===== config.mk =====
export PLATFORM = sky130hd
export DESIGN_NAME = rv_execute
export DESIGN_NICKNAME = d
export VERILOG_FILES = /design/src/rv_pkg.sv /design/src/rv_execute.sv
export SDC_FILE = /design/constraint.sdc
export NUM_CORES = 1
export LEC_CHECK = 0
export ABC_AREA = 1
export ABC_CLOCK_PERIOD_IN_PS = 4400
export BUFFER_PORTS_ARGS = -buffer_cell sky130_fd_sc_hd__buf_2
export CAP_MARGIN = 20
export CORE_MARGIN = 8
export CORE_UTILIZATION = 59
export DETAILED_ROUTE_END_ITERATION = 16
export PLACE_DENSITY = 0.86
export SYNTH_ARGS = -nofsm -noshare
export SYNTH_HDL_FRONTEND = slang
export SYNTH_SLANG_ARGS = --single-unit

===== constraint.sdc =====
create_clock -name vclk -period 4.4
set_clock_uncertainty 0.2 [all_clocks]
set_input_delay 0 -clock vclk [all_inputs]
set_output_delay 0 -clock vclk [all_outputs]
set_load 0.1 [all_outputs]

===== src/rv_pkg.sv =====
package rv_pkg;

  localparam int xlen = 32;

  typedef logic [4:0]      reg_idx_t;
  typedef logic [xlen-1:0] word_t;

  // major opcodes, instr[6:0]
  typedef enum logic [6:0] {
    opc_reg    = 7'b0110011,
    opc_imm    = 7'b0010011,
    opc_load   = 7'b0000011,
    opc_store  = 7'b0100011,
    opc_branch = 7'b1100011,
    opc_auipc  = 7'b0010111,
    opc_jal    = 7'b1101111
  } opcode_e;

  // internal operations, same numbering as the old CTL word
  typedef enum logic [3:0] {
    op_nop   = 4'd0,
    op_add   = 4'd1,
    op_sub   = 4'd2,
    op_auipc = 4'd3,
    op_lw    = 4'd4,
    op_sw    = 4'd5,
    op_beq   = 4'd6,
    op_bltu  = 4'd7,
    op_jal   = 4'd8,
    op_slli  = 4'd9,
    op_addi  = 4'd10
  } op_e;

  typedef struct packed {
    logic  debug;       // core frozen, memories open to the outside
    logic  we_im;
    logic  we_dm;
    word_t addr;
    word_t din;
  } dbg_req_t;

  typedef struct packed {
    op_e      op;
    reg_idx_t rs1;
    reg_idx_t rs2;
    reg_idx_t rd;
    word_t    imm;      // already extended
  } decoded_t;

  typedef struct packed {
    word_t result;      // alu or link value
    word_t mem_addr;
    word_t store_data;
    logic  take_branch;
    word_t target;
  } exec_t;

endpackage


===== src/rv_execute.sv =====
`timescale 1ns/1ps

module rv_execute (
  input  rv_pkg::word_t    pc,
  input  rv_pkg::word_t    rs1_val,
  input  rv_pkg::word_t    rs2_val,
  input  rv_pkg::decoded_t dec,
  output rv_pkg::exec_t    ex
);
  import rv_pkg::*;

  word_t sum_imm;
  word_t pc_rel;
  word_t pc_plus4;
  logic  eq;
  logic  ltu;

  assign sum_imm  = rs1_val + dec.imm; // addi and lw/sw address
  assign pc_rel   = pc + dec.imm;
  assign pc_plus4 = pc + 32'd4;
  assign eq       = (rs1_val == rs2_val);
  assign ltu      = (rs1_val < rs2_val); // unsigned compare

  always_comb begin
    ex             = '0;
    ex.mem_addr    = sum_imm;
    ex.store_data  = rs2_val;
    ex.target      = pc_rel;
    case (dec.op)
      op_add: ex.result = rs1_val + rs2_val;
      op_sub: ex.result = rs1_val - rs2_val;
      op_addi, op_lw, op_sw: begin
        ex.result = sum_imm;
      end
      op_slli: ex.result = rs1_val << dec.imm[4:0];
      op_auipc: ex.result = pc_rel;
      op_jal: begin
        ex.result      = pc_plus4; // link
        ex.take_branch = 1'b1;
      end
      op_beq: ex.take_branch = eq;
      op_bltu: ex.take_branch = ltu;
      default: ex.result = '0;
    endcase
  end

endmodule


Word level (Yosys, flattened, before mapping) --
Cells that the tools add are included.
Word-level totals: register bits after elaboration 0, latch bits 0, RAM bits 0, ROM bits 0, output and inout bits 129, word-level logic and storage cells 21, memories kept 0
Operators by class: add/sub/neg operators 5, multipliers 0, divide/modulo/power cells 0, magnitude comparators 1, eq/ne operators 11, shift-type cells 1, multiplexer cells 2, bitwise logic cells 0, reductions and logical operators 1
Operators by type and width (count):
- $pmux 32 s6 | 1
- $add 32x32->32 | 3
- $add 32x3->32 const B | 1
- $eq 32x32->1 | 1
- $lt 32x32->1 | 1
- $shl 32x5->32 | 1
- $sub 32x32->32 | 1
- $eq 4x3->1 const B | 4
- $eq 4x4->1 const B | 3
- $eq 4x2->1 const B | 2
- $eq 4x1->1 const B | 1
- $pmux 1 s3 | 1
- $reduce_or 3->1 | 1

Depth between registers and ports, before layout --
word-level depth 3, gate-level depth with buffers 19

Worst setup path after synthesis --
OpenSTA, ideal clock, no wires.
path type input-to-output, start point input port pc[0], end point output port ex[105] (netlist bit), arrival 3.574 ns, setup slack 0.626 ns, stages 11, path buffers 0, cells stage by stage ha_1 -> fa_1 -> nand3_1 -> nand3_1 -> nand2_1 -> nand3_1 -> xor2_1 -> nand2_1 -> nand2_1 -> a21oi_1 -> nand3b_1
RTL lines:
- from (decl) | line rv_execute.sv:4 | input rv_pkg::word_t pc,
- to (decl) | line rv_execute.sv:8 | output rv_pkg::exec_t ex

==> impl_metrics.csv <==
group,metric,value,unit
setup_path,arrival,3.30,ns
hold_path,hold_path_depth,2,
drt,drc,0,
drt,drt-total-wl,58.30,mm
final_layout,area.sequential,0,µm²
logic_synthesis,syn_area_per_cell,4.783,µm²
status,status,"finished clean",
die,die_w,166.9,µm
drt,drtIter0Drc,2499,
final_layout,fin_nets,3263,
grt,grt_overflow_total,0,
placement,portBuffers,261,
pwr,power_density,222.0,nW/µm²
die,start_util,59.70,%
setup_path,critPathLaunchType,"primary input",
die,ios,276,
logic_synthesis,ys_seq_area_share,0,%
logic_synthesis,yosys_warnings,0,
sta,setup_viol,0,
sta,tightest_slew,0.9814,ns
hold_path,min_path_type,"in2out",
pwr,power.total,3.238,mW
clock_tree,cts_setup_buffers,0,
sta,fin_crit_sh,79.63,%
setup_path,crit_path_top_delay_cell,"buf_2",
sta,rsz0062_at_grt,"false",
logic_synthesis,netlist_area,13430,µm²
setup_path,cp_cell_sequence,"buf_2, inv_2, fa_1, inv_1, nand3_1, nand2_1, nand2_1, nand2_2, nand2_1, nand2_1, nand2_1, nand2_1, nand2_1, nand3_1, nand2_1, nor2_1, nand2_1, buf_2",
sta,period_minus_slack,3.504,ns
die,coreArea,22500,µm²
final_layout,layout_commonest_cell,"nand2_1",
logic_synthesis,synth_cell_types,49,
setup_path,criticalPathCategory,"in2out",
setup_path,crit_top_cell,"nand2_1",
placement,pre_cts_ws,1.052,ns
setup_path,max_stage_delay,0.55,ns
setup_path,worst-path-stages,18,
logic_synthesis,syn-num-nets,3087,
final_layout,clkbuf_count,0,
grt,grt_start_max_net_pins,54,
grt,grt_pass1_wl,89.29,mm
final_layout,syn_to_final_growth,8.587,%
pwr,power_leakage,9.151,nW
die,fp.dieArea,27850,µm²
drt,vias_per_cell,5.718,
die,rows,55,
clock_tree,cts_hold_buf,0,
drt,ant_nets,0,
sta,hold_viol_final,0,
placement,dp.final_hpwl,49.94,mm
final_layout,n_sequential_cell,0,
setup_path,crit_fanout,35,
setup_path,crit_path_end_kind,"output pin",
grt,antenna_found_initial,1,
grt,grt_pass1_vias,17580,
setup_path,critical_path_required,4.20,ns
setup_path,critPathTopFamily,"buffers and inverters",
sta,fmax,285.4,MHz
die,die_h,166.9,µm
grt,grt_usage,39.56,%
drt,dr_total_vias,18690,
final_layout,utilization,64.83,%
logic_synthesis,synthCells,2809,
final_layout,drive_gt1_share,11.23,%
flow_run,cap_violations,0,
placement,place_congestion,1.055,
drt,routedWlPerCell,17.84,µm
drt,firstDrtPassIters,6,
sta,slew_violations,0,
pwr,vdd_drop_max,284.4,µV
sta,fin_ws,0.8964,ns
sta,finalSetupTns,0,ns
sta,slew_headroom,34.50,%
clock_tree,post_cts_resized,0,
final_layout,final_cell_mix,"nand2_1 (1026), inv_1 (508), nand3_1 (336)",
setup_path,path_buf_inv,4,
layout make-up:
class              count  area (µm²)
diodes                 1       2.502
inverters            528        1984
well taps            285       356.6
multi-input cells   2187       10880
fillers             2359        7915
repair buffers       268        1366
logic make-up after synthesis:
kind of cell	synth area share, %
and+or+nand+nor	55.70
buffers and inverters	19.05
AOI/OAI and AO/OA	10.43
adders and majority gates	12.42
xor gates and xnor gates	2.403
worst paths after layout:
check             slack [ns]  endpoint        start
setup / recovery        0.90   ex[117]       dec[1]
hold / removal          0.19    ex[64]  rs2_val[31]
routing by layer:
metal	track usage [%]	routed length, µm	vias to the layer above
li1	-	-	9056
met1	46.24	21030	8230
met2	66.12	25760	1183
met3	7.092	7392	222
met4	24.72	4102	2
met5	0	13	-
metrics by stage:
step	instance area, µm²	cells	hold slack [ns]
floorplan	13430	2809	0.01152
global placement	14570	3267	0.1853
detailed placement	14570	3267	0.1855
CTS	14570	3267	0.1859
global route	14590	3268	0.1955
finish	14590	3269	0.1866
synthesized netlist by cell type (4+ instances only):
| cell type | n | area share, % |
|---|---|---|
| nand3b_1 | 19 | 1.1 |
| inv_1 | 508 | 14 |
| o21ai_1 | 16 | 0.60 |
| nand4_1 | 20 | 0.93 |
| xnor2_1 | 6 | 0.39 |
| o21ai_2 | 4 | 0.26 |
| clkbuf_1 | 16 | 0.45 |
| nor2_1 | 274 | 7.7 |
| o21bai_1 | 19 | 1.1 |
| fa_1 | 4 | 0.60 |
| nor3_2 | 4 | 0.30 |
| or2_2 | 4 | 0.19 |
| nor2_2 | 15 | 0.70 |
| nand2_2 | 10 | 0.47 |
| inv_2 | 16 | 0.45 |
| a21oi_1 | 113 | 4.2 |
| nand2_1 | 1026 | 29 |
| nor3_1 | 22 | 0.82 |
| and2_1 | 32 | 1.5 |
| xor2_1 | 29 | 1.9 |
| buf_2 | 33 | 1.2 |
| buf_4 | 42 | 2.3 |
| ha_1 | 127 | 12 |
| nand3_1 | 336 | 13 |
| o21ai_0 | 51 | 1.9 |
| o211ai_1 | 23 | 1.3 |
where the power goes:
| part | internal [mW] | total, mW | leakage (nW) | switching (mW) |
|---|---|---|---|---|
| Combinational | 0.654 | 3.24 | 9.15 | 2.58 |
| Clock | 0.0000000203 | 0.0000000203 | 0.00000919 | 0 |
| Sequential | 0 | 0 | 0 | 0 |
| Total | 0.654 | 3.24 | 9.15 | 2.58 |
(Power assumes the default switching activity.)
