## src/rv_pkg.sv

```systemverilog
package rv_pkg;

  localparam int xlen = 32;

  typedef logic [4:0]      reg_idx_t;
  typedef logic [xlen-1:0] word_t;

  // major opcodes, instr[6:0]
  typedef enum logic [6:0] {
    opc_reg    = 7'b0110011,
    opc_imm    = 7'b0010011,
    opc_load   = 7'b0000011,
    opc_store  = 7'b0100011,
    opc_branch = 7'b1100011,
    opc_auipc  = 7'b0010111,
    opc_jal    = 7'b1101111
  } opcode_e;

  // internal operations, same numbering as the old CTL word
  typedef enum logic [3:0] {
    op_nop   = 4'd0,
    op_add   = 4'd1,
    op_sub   = 4'd2,
    op_auipc = 4'd3,
    op_lw    = 4'd4,
    op_sw    = 4'd5,
    op_beq   = 4'd6,
    op_bltu  = 4'd7,
    op_jal   = 4'd8,
    op_slli  = 4'd9,
    op_addi  = 4'd10
  } op_e;

  typedef struct packed {
    logic  debug;       // core frozen, memories open to the outside
    logic  we_im;
    logic  we_dm;
    word_t addr;
    word_t din;
  } dbg_req_t;

  typedef struct packed {
    op_e      op;
    reg_idx_t rs1;
    reg_idx_t rs2;
    reg_idx_t rd;
    word_t    imm;      // already extended
  } decoded_t;

  typedef struct packed {
    word_t result;      // alu or link value
    word_t mem_addr;
    word_t store_data;
    logic  take_branch;
    word_t target;
  } exec_t;

endpackage

```

## src/rv_regfile.sv

```systemverilog
`timescale 1ns/1ps

module rv_regfile (
  input  logic             clk_cpu,
  input  logic             rstn,
  input  rv_pkg::dbg_req_t dbg,
  input  rv_pkg::reg_idx_t rs1,
  input  rv_pkg::reg_idx_t rs2,
  input  logic             wb_we,
  input  rv_pkg::reg_idx_t wb_rd,
  input  rv_pkg::word_t    wb_data,
  output rv_pkg::word_t    rs1_val,
  output rv_pkg::word_t    rs2_val,
  output rv_pkg::word_t    dout_rf
);
  import rv_pkg::*;

  word_t regs [0:31];

  always_ff @(posedge clk_cpu or negedge rstn) begin
    if (!rstn) begin
      for (int i = 0; i < 32; i++) begin
        regs[i] <= '0;
      end
    end else if (wb_we && !dbg.debug && wb_rd != 5'd0) begin // x0 never written
      regs[wb_rd] <= wb_data;
    end
  end

  assign rs1_val = regs[rs1];
  assign rs2_val = regs[rs2];
  assign dout_rf = dbg.debug ? regs[dbg.addr[4:0]] : '0;

  a_x0_zero: assert property (
    @(posedge clk_cpu) disable iff (!rstn)
    (rs1 == 5'd0 |-> rs1_val == '0) and (rs2 == 5'd0 |-> rs2_val == '0)
  ) else $error("x0 read back non-zero");

endmodule

```

## config.mk

```make
export PLATFORM = sky130hd
export DESIGN_NAME = rv_regfile
export DESIGN_NICKNAME = d
export VERILOG_FILES = /design/src/rv_pkg.sv /design/src/rv_regfile.sv
export SDC_FILE = /design/constraint.sdc
export NUM_CORES = 2
export LEC_CHECK = 0
export BUFFER_PORTS_ARGS = -buffer_cell sky130_fd_sc_hd__buf_2
export CAP_MARGIN = 20
export CORE_MARGIN = 3
export CORE_UTILIZATION = 57
export CTS_CLUSTER_SIZE = 25
export DETAILED_ROUTE_END_ITERATION = 8
export PLACE_DENSITY = 0.86
export SETUP_SLACK_MARGIN = 0.3
export SKIP_CTS_REPAIR_TIMING = 1
export SYNTH_ARGS = -nofsm -noshare
export SYNTH_HDL_FRONTEND = slang
export SYNTH_SLANG_ARGS = --single-unit
```

## constraint.sdc

```tcl
create_clock -name clk_cpu -period 2.4 [get_ports clk_cpu]
set_input_delay 0.24 -clock clk_cpu [delete_from_list [all_inputs] [get_ports clk_cpu]]
set_output_delay 0.24 -clock clk_cpu [all_outputs]
set_load 0.02 [all_outputs]
```

Word level (Yosys, flattened, before mapping)
Index checks and enable logic that the tools add are counted.
- logic and storage cells: 59
- bits of input ports: 117
- output and inout bits: 96
- bits in registers: 1024
- order comparisons: 5
- bitwise logic cells: 4
- reductions and logical operators: 5
- muxes and demuxes: 13
- operators with widths (operator ; count):
    bitwise mux 1024 bit ; 1
    binary-select mux 32 bit (select 5 bit) ; 3
    two-way mux 32 bit ; 8
    demux 32 bit (select 5 bit) ; 1
    >= comparator 6 bit (second input constant) ; 4
    inverter 5 -> 6 bit ; 4
    < comparator 6 x 1 -> 1 bit (second input constant) ; 1
    nonzero test 5 bit ; 1
    logical AND 1 bit ; 3
    logical NOT 1 bit ; 1

Logic depth before layout (Yosys ltp)
- depth in word-level cells: 6
- gate-level depth with buffers: 8
- gate-level depth less buffers: 4

Worst setup path after synthesis
No wires, ideal clock.
- path kind: input to output
- start: in rs2[0]
- end: out rs2_val[10]
- path buffers: 2
- data required time: 2.160 ns
- arrival: 2.230 ns
- path slack: -0.070 ns
- stages: 5
- cell sequence: buf_2 clkbuf_1 mux4_2 mux4_2 mux2_2
- longest elaborated chain between the ends: 4
- ends and longest elaborated chain (element ; line ; source):
    start: declaration ; rv_regfile.sv:8 ; input rv_pkg::reg_idx_t rs2,
    inverter 5 -> 6 bit (not written as such) ; rv_regfile.sv:31 ; assign rs2_val = regs[rs2];
    binary-select mux 32 bit (select 5 bit) ; rv_regfile.sv:31 ;
    two-way mux 32 bit (not written as such) (2 in series) ; rv_regfile.sv:31 ;
    end: declaration ; rv_regfile.sv:13 ; output rv_pkg::word_t rs2_val,
No other way between the ends. The select of a mux whose other input is x is not followed.

Worst setup path in the final report
- start: reg regs[403] (netlist name)
- end: out rs1_val[19]
- longest elaborated chain between the ends: 3
- ends and longest elaborated chain (element ; line ; source):
    start: declaration ; rv_regfile.sv:18 ; word_t regs [0:31];
    start signal: indexed assignment ; rv_regfile.sv:26 ; regs[wb_rd] <= wb_data;
    binary-select mux 32 bit (select 5 bit) ; rv_regfile.sv:30 ; assign rs1_val = regs[rs1];
    two-way mux 32 bit (not written as such) (2 in series) ; rv_regfile.sv:30 ;
    end: declaration ; rv_regfile.sv:12 ; output rv_pkg::word_t rs1_val,
No other way between the ends. The select of a mux whose other input is x is not followed.

==> run_results.csv <==
group,metric,value,unit
layout,final_common_cell,"mux2_2",
synth,yosys.area.top_type_share,41.4,%
clock_network,insertion_delay,680,ps
route,vias,43200,
timing,period_minus_slack,2890,ps
power,clkPwrFrac,34.9,%
run_status,violations,"setup timing",
layout,final_cell_mix,"mux2_2 (1024), dfrtp_1 (1021), mux4_2 (864)",
route,wl_met1,67400,um
power,switching_share,28.2,%
synth,synthFlopType,"dfrtp_1",
layout,utilization,68.2,%
route,dr_wl_met3,30300,um
critical_path,r2r_slack,1410,ps
power,internal_power,37500,uW
die,initial_core_util,57.6,%
placement,io_buffers,151,
placement,place_area,0.0674,sq mm
global_routing,track_usage,35.9,%
timing,period_share,121,%
layout,largest_reg_flops,1024,
die,die-height,335,um
critical_path,rr_endpoint,"regs[770]",
layout,multi_input_area,0.0356,sq mm
critical_path,arrival,2650,ps
synth,ys_seq_area_share,41.4,%
critical_path,critical_path_class,"register to output port",
timing,finalSetupTns,-32140,ps
clock_network,cts-root-buf,"clkbuf_16",
placement,dpl.cell_count,5192,
global_routing,grt_antenna_before_repair,11,
route,wl_met2,93900,um
power,switchingPower,14800,uW
die,core,0.107,sq mm
critical_path,crit_path_frequent_cell,"mux4_2",
synth,synth_cell_type_count,29,
synth,synth_top_area_cell,"dfrtp_1",
critical_path,cp-end-kind,"output port",
global_routing,grt_pass1_wl,297000,um
critical_path,endpoint,"rs1_val[19]",
clock_network,htreeDepth,3,
timing,setup_viol,96,
global_routing,first_global_vias,44200,
route,top_layer,"met5",
critical_path,r2r-start,"regs[770]",
route,drtPass1Iterations,6,
critical_path,start_kind,"register",
synth,async_flop_share,100,%
timing,finalMaxSlewViolations,0,
timing,clock_skew,0,ps
power,seqPwrFrac,42.0,%
clock_network,cts_max_path_buffers,3,
run_status,status,"complete, but fails checks",
critical_path,reg2reg_depth,2,
synth,ys_ff_latch,1024,
synth,synthTopCellsByArea,"dfrtp_1 (41%), mux4_2 (31%), mux2_2 (20%)",
critical_path,startpoint,"regs[403]",
layout,drive_above_1_share,70.0,%
route,drtIter0Drc,6592,
synth,netlist_instances,3772,
synth,syn_nets,3889,
layout,final_area,0.0732,sq mm
die,pin_count,213,
layout,reg_top3,"regs (1024)",
synth,netlist_area,0.0618,sq mm
clock_network,cts_sinks,1024,
clock_network,cts.clk_slew.worst_paths,70,ps
layout,num-fill-cells,6238,
route,vias_per_cell,7.90,
synth,synth_edf_count,0,
power,p_comb_share,23.0,%
layout,regMostFlops,"regs",
timing,tightest_slew,819,ps
placement,gp_congestion,0.923,
run,drv_cap,0,
min_path,hold_path_class,"primary input to async pin",
die,num_rows,120,
critical_path,crit_fanout,4,
global_routing,grt_max_degree,127,
route,drc_errors,0,
synth,avgSynthCellArea,16.4,sq um
critical_path,crit_path_cell_trace,"mux4_2 > mux4_2 > mux2_4 > buf_6",
power,p_leak,0.0318,uW
placement,dp.final_hpwl,123000,um
layout,fin_nets,4088,
clock_network,numCtsBuffers,104,
route,post_drt_wl_per_cell,37.7,um
route,detail-route-antenna-nets,0,
timing,relSlewSlack,45.3,%
critical_path,critical_path_required,2160,ps
die,die_width,335,um
critical_path,cp_slowest_cell,"mux4_2",
power,peakVddDrop,611,uV
die,dieArea,0.112,sq mm
layout,syn2layout_area_growth,18.5,%
timing,setup_slack,-492,ps
global_routing,grt-ovfl-total,0,
critical_path,max_stage_delay,560,ps
synth,synth_warnings,0,
clock_network,cts_tree,"yes",
timing,fmax,346,MHz
power,p_per_area,713,mW/mm^2
route,finalWirelength,206000,um
timing,hold_viol_final,0,
timing,rsz0062_at_grt,"yes",
layout,fin_cells,5473,
layout,regArea,0.0256,sq mm
[cell families after synthesis]
group	after synthesis	share of synthesized area [%]
AND/OR/NAND/NOR	79	0.577
AO/OA/AOI/OAI	150	1.80
buffers and inverters	471	3.27
flip-flops	1024	41.4
multiplexers	2048	52.9
[final cells by class]
| class | instances | area share, % |
|---|---|---|
| clock buffers | 139 | 4.14 |
| flip-flops and latches | 1024 | 35.0 |
| well taps | 1403 | 2.40 |
| multi-input cells | 2277 | 48.6 |
| clock inverters | 58 | 1.10 |
| repair buffers | 563 | 8.76 |
| inverters | 1 | 0.00854 |
| diodes | 8 | 0.0273 |
[cells in the mapped netlist, drive strengths merged, types with 2 or more instances]
cell / n
a221oi: 22
o2111ai: 10
o221ai: 32
mux2i: 64
dfrtp: 1024
nand3b: 2
buf: 230
clkbuf: 240
nor2: 16
nand2: 41
a31oi: 32
mux2: 1120
nand3: 3
mux4: 864
a22oi: 32
nor2b: 5
o21ai: 22
and2: 4
nor3b: 3
[worst min-delay path by stage]
stage                      endpoint  cells past startpoint  start  slack, ps
after floorplan             regs[0]                      0   rstn        -60
after global placement    regs[864]                      1   rstn        150
after detailed placement  regs[832]                      1   rstn        150
after CTS                 regs[832]                      1   rstn       -580
after global routing      regs[832]                      2   rstn         60
final                     regs[832]                      2   rstn         30
[critical path, delay by kind of cell (launching register included)]
kind                   cells  cell delay, ps
muxes                      3            1390
DFF                        1             430
buffers and inverters      1             140
[power by group through the flow]
stage | clock network (uW) | logic (uW) | registers (uW)
floorplan | 0 | 8030 | 21100
global placement | 0 | 10400 | 21700
detailed placement | 0 | 10700 | 22000
CTS | 18200 | 10900 | 21700
global route | 18900 | 12500 | 22100
finish | 18200 | 12000 | 22000
[routing by layer]
metal | track usage (%) | vias up
met5 | 0.174 | -
met4 | 22.4 | 4
met3 | 12.5 | 1032
met2 | 53.2 | 3993
met1 | 45.5 | 22500
li1 | - | 15700
[metrics by stage]
stage	hold slack, ps	setup WS [ps]	power, uW
finish	27.3	-492	52200
CTS	-578	-500	50800
global route	59.5	-495	53600
global placement	152	-163	32100
detailed placement	151	-182	32700
floorplan	-55.6	187	29200
Power figures use the tool's default switching activity.
