### src/rv_pkg.sv
package rv_pkg;

  localparam int xlen = 32;

  typedef logic [4:0]      reg_idx_t;
  typedef logic [xlen-1:0] word_t;

  // major opcodes, instr[6:0]
  typedef enum logic [6:0] {
    opc_reg    = 7'b0110011,
    opc_imm    = 7'b0010011,
    opc_load   = 7'b0000011,
    opc_store  = 7'b0100011,
    opc_branch = 7'b1100011,
    opc_auipc  = 7'b0010111,
    opc_jal    = 7'b1101111
  } opcode_e;

  // internal operations, same numbering as the old CTL word
  typedef enum logic [3:0] {
    op_nop   = 4'd0,
    op_add   = 4'd1,
    op_sub   = 4'd2,
    op_auipc = 4'd3,
    op_lw    = 4'd4,
    op_sw    = 4'd5,
    op_beq   = 4'd6,
    op_bltu  = 4'd7,
    op_jal   = 4'd8,
    op_slli  = 4'd9,
    op_addi  = 4'd10
  } op_e;

  typedef struct packed {
    logic  debug;       // core frozen, memories open to the outside
    logic  we_im;
    logic  we_dm;
    word_t addr;
    word_t din;
  } dbg_req_t;

  typedef struct packed {
    op_e      op;
    reg_idx_t rs1;
    reg_idx_t rs2;
    reg_idx_t rd;
    word_t    imm;      // already extended
  } decoded_t;

  typedef struct packed {
    word_t result;      // alu or link value
    word_t mem_addr;
    word_t store_data;
    logic  take_branch;
    word_t target;
  } exec_t;

endpackage

### src/rv_decode.sv
`timescale 1ns/1ps

module rv_decode (
  input  rv_pkg::word_t    instr,
  output rv_pkg::decoded_t dec
);
  import rv_pkg::*;

  opcode_e    opcode;
  logic [2:0] funct3;
  reg_idx_t   rs1_f;
  reg_idx_t   rs2_f;
  reg_idx_t   rd_f;
  word_t      imm_i;
  word_t      imm_s;
  word_t      imm_b;
  word_t      imm_u;
  word_t      imm_j;
  word_t      imm_sh;

  assign opcode = opcode_e'(instr[6:0]);
  assign funct3 = instr[14:12];
  assign rs1_f  = instr[19:15];
  assign rs2_f  = instr[24:20];
  assign rd_f   = instr[11:7];

  assign imm_i  = {{20{instr[31]}}, instr[31:20]};
  assign imm_s  = {{20{instr[31]}}, instr[31:25], instr[11:7]};
  assign imm_b  = {{20{instr[31]}}, instr[7], instr[30:25], instr[11:8], 1'b0};
  assign imm_u  = {instr[31:12], 12'h000};
  assign imm_j  = {{12{instr[31]}}, instr[19:12], instr[20], instr[30:21], 1'b0};
  assign imm_sh = {27'd0, instr[24:20]}; // shamt, zero extended

  always_comb begin
    dec = '0; // op_nop, no reads, no write
    case (opcode)
      opc_reg: begin
        dec.op  = instr[30] ? op_sub : op_add;
        dec.rs1 = rs1_f;
        dec.rs2 = rs2_f;
        dec.rd  = rd_f;
      end
      opc_imm: begin
        if (funct3 == 3'b000) begin
          dec.op  = op_addi;
          dec.rs1 = rs1_f;
          dec.rd  = rd_f;
          dec.imm = imm_i;
        end else if (funct3 == 3'b001) begin
          dec.op  = op_slli;
          dec.rs1 = rs1_f;
          dec.rd  = rd_f;
          dec.imm = imm_sh;
        end
      end
      opc_load: begin
        dec.op  = op_lw;
        dec.rs1 = rs1_f;
        dec.rd  = rd_f;
        dec.imm = imm_i;
      end
      opc_store: begin
        dec.op  = op_sw;
        dec.rs1 = rs1_f;
        dec.rs2 = rs2_f;
        dec.imm = imm_s;
      end
      opc_branch: begin
        if (funct3 == 3'b000 || funct3 == 3'b110) begin
          dec.op  = (funct3 == 3'b000) ? op_beq : op_bltu;
          dec.rs1 = rs1_f;
          dec.rs2 = rs2_f;
          dec.imm = imm_b;
        end
      end
      opc_auipc: begin
        dec.op  = op_auipc;
        dec.rd  = rd_f;
        dec.imm = imm_u;
      end
      opc_jal: begin
        dec.op  = op_jal;
        dec.rd  = rd_f;
        dec.imm = imm_j;
      end
      default: dec = '0; // unknown opcode
    endcase
  end

endmodule

### config.mk
export PLATFORM = sky130hd
export DESIGN_NAME = rv_decode
export DESIGN_NICKNAME = d
export VERILOG_FILES = /design/src/rv_pkg.sv /design/src/rv_decode.sv
export SDC_FILE = /design/constraint.sdc
export NUM_CORES = 1
export LEC_CHECK = 0
export ABC_CLOCK_PERIOD_IN_PS = 4850
export BUFFER_PORTS_ARGS = -buffer_cell sky130_fd_sc_hd__buf_2
export CAP_MARGIN = 15
export CORE_UTILIZATION = 40
export DETAILED_ROUTE_END_ITERATION = 12
export PLACE_DENSITY = 0.9
export SLEW_MARGIN = 20
export SYNTH_ARGS = -nofsm -noshare
export SYNTH_HDL_FRONTEND = slang
export SYNTH_SLANG_ARGS = --single-unit
### constraint.sdc
create_clock -name vclk -period 4.85
set_clock_uncertainty 0.1 [all_clocks]
set_input_delay 0.7275 -clock vclk [all_inputs]
set_output_delay 0.7275 -clock vclk [all_outputs]
set_load 0.005 [all_outputs]
Word level (Yosys, flattened, before mapping)
Index checks and enable logic that the tools add are counted.
{"block": "word_totals", "output_inout_bits": 51, "in_bits": 32, "regBits": 0}
{"block": "classes", "n_mux": 13, "eq_ne": 9, "reduce_logical": 5}
{"operator": "32-bit case mux with 6 select lines", "n": 1}
{"operator": "37-bit 2-to-1 mux", "n": 2}
{"operator": "32-bit 2-to-1 mux", "n": 1}
{"operator": "4-bit case mux with 7 select lines", "n": 1}
{"operator": "5-bit case mux with 2 select lines", "n": 2}
{"operator": "9-bit 2-to-1 mux", "n": 2}
{"operator": "5-bit case mux with 3 select lines", "n": 1}
{"operator": "7-bit by 5-bit == test with 1-bit output (second input constant)", "n": 2}
{"operator": "7-bit by 6-bit == test with 1-bit output (second input constant)", "n": 2}
{"operator": "7-bit == test (second input constant)", "n": 2}
{"operator": "13-bit 2-to-1 mux", "n": 1}
{"operator": "7-bit by 2-bit == test with 1-bit output (second input constant)", "n": 1}
{"operator": "4-bit OR reduction", "n": 1}
{"operator": "3-bit by 1-bit == test with 1-bit output (second input constant)", "n": 1}
{"operator": "3-bit == test (second input constant)", "n": 1}
{"operator": "3-bit zero test", "n": 1}
{"operator": "3-bit OR reduction", "n": 1}
{"operator": "2-bit 2-to-1 mux", "n": 1}
{"operator": "2-bit OR reduction", "n": 1}
{"operator": "1-bit logical OR", "n": 1}
{"operator": "1-bit 2-to-1 mux", "n": 1}

Logic depth before layout (Yosys ltp)
Gate-level depths: netlist of the first run.
{"block": "depth", "depth_word": 4, "mapped_depth": 6, "mapped_depth_nobuf": 4}

Worst setup path after synthesis of the first run
OpenSTA, ideal clock, no wires.
{"block": "synth_path", "kind": "input to output", "start": "in instr[5]", "end": "out dec[33] (netlist name)", "t_arrival_ns": 1.788, "path_stages": 4, "n_path_buf": 0, "required_ns": 4.023, "setup_slack_ns": 2.235, "cell_sequence": "or4b_4 > a21oi_4 > a31oi_4 > nor2b_1"}
{"item": "from (decl)", "line_no": "rv_decode.sv:4", "source": "input rv_pkg::word_t instr,"}
{"item": "to (decl)", "line_no": "rv_decode.sv:5", "source": "output rv_pkg::decoded_t dec"}

==> summary.md, run 1 <==
| Metric | Value |
|---|---|
| Share of the synthesized area in the top cell type | ~16% |
| Hold Worst Slack | 1.63 ns |
| Detailed Route WL | ~2900 microns |
| Avg WL per Cell | ~12 microns |
| Crit path buf inv count | 2 |
| CP Max Fanout | 13 |
| CP most frequent cell | buf_2 |
| Final-layout fill cell count | a little under 200 |
| Design area | between 1000 and 1500 sq um |
| Post-CTS Setup Inserts | 0 |
| Crit-path leading delay family | simple AND/OR/NAND/NOR gates |
| Critical Path Stages | 6 |
| Area Growth Syn to Fin | 45.5% |
| Outcome | completed |
| Synth Cell Area | slightly above 800 sq um |
| Max IR drop VDD | about 0.032 mV |
| Synth area leader | nand2_1 |
| Post-layout util | 65.1% |
| Pwr per Cell Area | about 45 nW/um^2 |
| GR Util All Layers | about a quarter |
| Area contributors post-synth | nand2_1 (16%), and2_1 (7.8%), a21oi_1 (7.5%) |
| CP Class | in -> out |
| Die Y-Extent | approximately 47 microns |
| Routability cong. | 0.886 |
| RSZ-0062 raised after global routing | false |
| Worst-margin pin slew | between 1 and 1.5 ns |
| Static Leak | roughly 0.00075 uW |
| DR pass1 iterations | 4 |
| Count of input and output buffers | 83 |
| Worst hold path class | in -> out |
| Hold Crit Depth | 4 |
| DIE WIDTH | around 47 microns |
| Post-DP Area | approximately 1200 sq um |
| Setup TNS | 0 ns |
| Critical Path Start Type | primary input |
| Delay of the slowest critical-path stage | just under 0.6 ns |
| Global route total overflow | 0 |
| Cells along the critical path | buf_2, or4b_4, nor2_1, a21oi_1, nand2_1, buf_2 |
| Share of cells above drive strength 1 | 45.4% |
| Vias in the first global route | a little under 1000 |
| Final-layout clock buffer total | 0 |
| Post-CTS Resized | 0 |
| Antenna violations before repair | 0 |
| Critical Path End Type | output pin |
| Avg Inst Size Synth | a little over 6 sq um |
| Peak Freq | 309 MHz |
| Endpoints failing hold | 0 |
| Drt via density | 5.34 |
| Slew Viols, Final | 0 |
| Core box area | around 1800 sq um |
| Post-Syn Instances | between 100 and 150 |
| Yosys warns | 0 |
| Die area | about 2200 sq um |
| # hold bufs at CTS | 0 |
| Final worst path period share | about two thirds |
| DPL Wire Length | approximately 2400 microns |
| Seq/Total Area, Yosys | 0% |
| Final #Nets | 239 |
| First-pass GRT wire length | between 4000 and 5000 microns |
| Vias after detailed routing | ~1200 |
| Max capacitance violation total | 0 |
| Largest net degree at the start of global routing | 21 |
| Final routed DRC violation total | 0 |
| Post-Syn Nets | approximately 160 |
| WP data required | around 4 ns |
| Ports | 83 |
| Effective utilization at floorplan | 44.7% |
| Core Rows | 15 |
| Post-route ant nets | 0 |
| Slew margin rel. | 30.9% |
| Final setup vio count | 0 |
| Slowest CP cell | or4b_4 |
| Number of DRC markers in iteration 0 | 35 |
| Number of distinct library cells after synthesis | 39 |
| Register area | 0 sq um |
| Sequential cell count | 0 |
| Worst Path Arrival | 2.40 ns |
| Antenna cells | 0 |
| Fin crit period | about 3.2 ns |
## final timing paths
| path | start | endpoint | slack [ns] |
|---|---|---|---|
| setup / recovery | instr[6] | dec[20] | 1.62 |
| hold / removal | instr[16] | dec[16] | 1.63 |
## per-layer routing
metal	global-route usage, %	routed length [microns]	vias up
met2	45.6	1500	58
met5	0	0	-
met3	0.769	156	2
met1	33.5	1180	551
met4	1.71	15	0
li1	-	-	617
## synth_stat cells, types with 4 or more instances
library cell	number
nand2_1	35
a21oi_1	12
and2_1	10
nor2_1	7
a21boi_0	6
o21ai_0	5
a22o_1	4
inv_1	4
nand3_1	4
## metrics by stage
step,setup WS [ns],power (uW),instances
after floorplan,2.23,28.5,132
after global placement,1.68,51.2,230
after detailed placement,1.65,52.5,230
after CTS,1.65,52.6,230
after global routing,1.48,58.2,230
final,1.62,53.0,230
## area by class of cell
| cell class | instances | area, sq um | share of cell area [%] |
|---|---|---|---|
| multi-input combinational | 118 | 711 | 60.6 |
| timing repair buffer | 83 | 415 | 35.4 |
| tap | 25 | 31.3 | 2.67 |
| inverter | 4 | 15.0 | 1.28 |
## where the power goes
group / internal (uW) / total [uW] / switching (uW)
sequential: 0 / 0 / 0
clock: 0 / 0 / 0
combinational: 23.0 / 53.0 / 30.0
total: 23.0 / 53.0 / 30.0
## worst min-delay path, cell delays in order
cell and delay, ns:
buf_2 0.08, nand2_1 0.04, nand2_1 0.05, buf_2 0.10
## kinds of logic (layout without fill, tap and decap cells)
logic type | after synthesis | after routing | share of synthesized area (%)
AND/OR/NAND/NOR | 75 | 75 | 46.9
AO/OA/AOI/OAI | 42 | 42 | 39.3
buffers and inverters | 14 | 87 | 11.8
XOR/XNOR | 1 | 1 | 2.02
## placed cells by master, fill, tap and decap left out, types with 2 or more instances in the layout
cell	n
a21boi_0	6
a21oi_1	12
a22o_1	4
a31oi_1	2
and2_1	10
buf_2	83
inv_1	4
nand2_1	35
nand3_1	4
nor2_1	7
nor2b_1	3
nor3_1	3
nor4_1	2
o21ai_0	5
o21ai_2	2
o22ai_1	2
o32a_1	2
Power figures use the tool's default switching activity.
==> inputs of run 2 (changes only) <==
- ABC_CLOCK_PERIOD_IN_PS: 4850 -> 3300
- CORE_UTILIZATION: 40 -> 38
- PLACE_DENSITY: 0.9 -> 0.86
- clock period: 4.85 -> 3.3 ns (I/O delays scaled with it)
==> run 2 against run 1 <==
Against the previous run: final cell count is 1.7% higher; critical endpoint is now dec[28]; die area grew 5.1%; global-route usage fell by 2.4 points; via count is 2.1% lower; highest routed layer unchanged; clock-buffer cell count did not move; wire length shrank 4.9%.
==> summary.md, run 2 (synthesis results as in run 1) <==
| Metric | Value |
|---|---|
| Routability cong. | 0.911 (+2.8%) |
| Max capacitance violation total | 0 (unchanged) |
| Endpoints failing hold | 0 (unchanged) |
| Drt via density | 5.14 (-3.8%) |
| Largest net degree at the start of global routing | 21 (unchanged) |
| Pwr per Cell Area | 65.8 nW/um^2 (+46%) |
| Peak Freq | roughly 360 MHz |
| Hold Path Origin | instr[17] |
| Number of DRC markers in iteration 0 | 11 (-69%) |
| Core box area | 1980 sq um (+10%) |
| DIE WIDTH | 48.1 microns (+2.5%) |
| Slew margin rel. | 51.2% (+20 points) |
| Post-CTS Setup Inserts | 0 (unchanged) |
| Global route total overflow | 0 (unchanged) |
| Critical Path Start Type | primary input |
| Hold endpoint | dec[17] |
| GR Util All Layers | 22.4% (-2.4 points) |
| Hold Worst Slack | 1.17 ns (-0.460 ns) |
| Count of input and output buffers | 83 (unchanged) |
| Final-layout clock buffer total | 0 (unchanged) |
| Dpl ws | 0.579 ns (-1.07 ns) |
| Effective utilization at floorplan | 40.7% (-4.1 points) |
| Core Rows | 16 (+1) |
| Setup TNS | 0 ns (unchanged) |
| Post-layout util | 60.0% (-5.0 points) |
| Final worst path period share | between 80% and 90% |
| Ports | 83 (unchanged) |
| CP Class | in -> out |
| # hold bufs at CTS | 0 (unchanged) |
| Hold Crit Depth | 4 (unchanged) |
| Static Leak | 0.000764 uW (+1.3%) |
| Final setup vio count | 0 (unchanged) |
| RSZ-0062 raised after global routing | false |
| Antenna violations before repair | 0 (unchanged) |
| Die area | 2310 sq um (+5.1%) |
| First-pass GRT wire length | 3790 microns (-8.6%) |
| Final WS setup | 0.558 ns (-1.06 ns) |
| Final routed DRC violation total | 0 (unchanged) |
| Post-route ant nets | 0 (unchanged) |
| Total Power | 78.3 uW (+48%) |
| DPL Wire Length | 2240 microns (-7.3%) |
| Final #Nets | 241 (+0.84%) |
| Avg WL per Cell | 11.6 microns (-6.5%) |
| Worst hold path class | in -> out |
| Detailed Route WL | 2710 microns (-4.9%) |
| Sequential cell count | 0 (unchanged) |
| Register area | 0 sq um (unchanged) |
| Die Y-Extent | 48.1 microns (+2.5%) |
| Vias after detailed routing | 1202 (-2.1%) |
| Worst Path Arrival | 2.15 ns (-0.25 ns) |
| WP data required | 2.70 ns (-1.32 ns) |
| Most frequent cells in the layout | buf_2 (83), nand2_1 (35), a21oi_1 (12) |
| Worst-margin pin slew | 0.730 ns (-0.299 ns) |
| Antenna cells | 0 (unchanged) |
| DR pass1 iterations | 4 (unchanged) |
| Fin crit period | 2.74 ns |
| Critical Path End Type | output pin |
| Vias in the first global route | 906 (-6.9%) |
| CP Max Fanout | 13 (unchanged) |
| Max IR drop VDD | 0.0563 mV (+74%) |
| Share of cells above drive strength 1 | 45.9% (+0.53 points) |
| Post-CTS Resized | 0 (unchanged) |
| Slew Viols, Final | 0 (unchanged) |
| Commonest non-fill, non-tap cell in the layout | buf_2 |
| Outcome | completed |
| Area Growth Syn to Fin | 47.7% |
run 2: cell types whose count changed in the layout (fill, tap and decap cells not counted), sizes merged:
cell  previous run  this run
buf             83        85
run 2: layout make-up:
type / count / area [sq um]
Fill cell: 200 / 792
Inverter: 4 / 15.0
Multi-Input combinational cell: 118 / 711
Tap cell: 27 / 33.8
Timing Repair Buffer: 85 / 430
run 2: stage by stage:
| stage | cell area (sq um) | cells |
|---|---|---|
| floorplan | 806 | 132 |
| global placement | 1190 | 234 |
| detailed placement | 1190 | 234 |
| CTS | 1190 | 234 |
| global route | 1190 | 234 |
| finish | 1190 | 234 |
run 2: per-layer routing:
| layer | vias up | GRT usage, % | routed length [microns] | part of all wire [%] |
|---|---|---|---|---|
| li1 | 618 | - | - | - |
| met2 | 52 | 42.4 | 1340 | 49 |
| met3 | 2 | 1.51 | 160 | 5.9 |
| met5 | - | 0 | 0 | 0 |
| met4 | 0 | 3.33 | 19 | 0.70 |
| met1 | 530 | 27.8 | 1200 | 44 |
run 2: report_power, final:
group          total [uW]  internal (uW)  switching, uW
Combinational        78.3           34.2           44.2
Clock                   0              0              0
Sequential              0              0              0
run 2: worst max path at each step:
stage / endpoint / from / depth (start not counted)
final: dec[28] / instr[6] / 6
after global routing: dec[30] / instr[4] / 6
after CTS: dec[24] / instr[6] / 6
after detailed placement: dec[24] / instr[6] / 6
after global placement: dec[27] / instr[6] / 6
after floorplan: dec[33] / instr[5] / 4
run 2: worst max-delay path, stage by stage:
cell and delay, ns:
buf_2 0.18, or4b_4 0.58, nor2_1 0.52, a21oi_1 0.14, nand2_1 0.10, buf_2 0.13
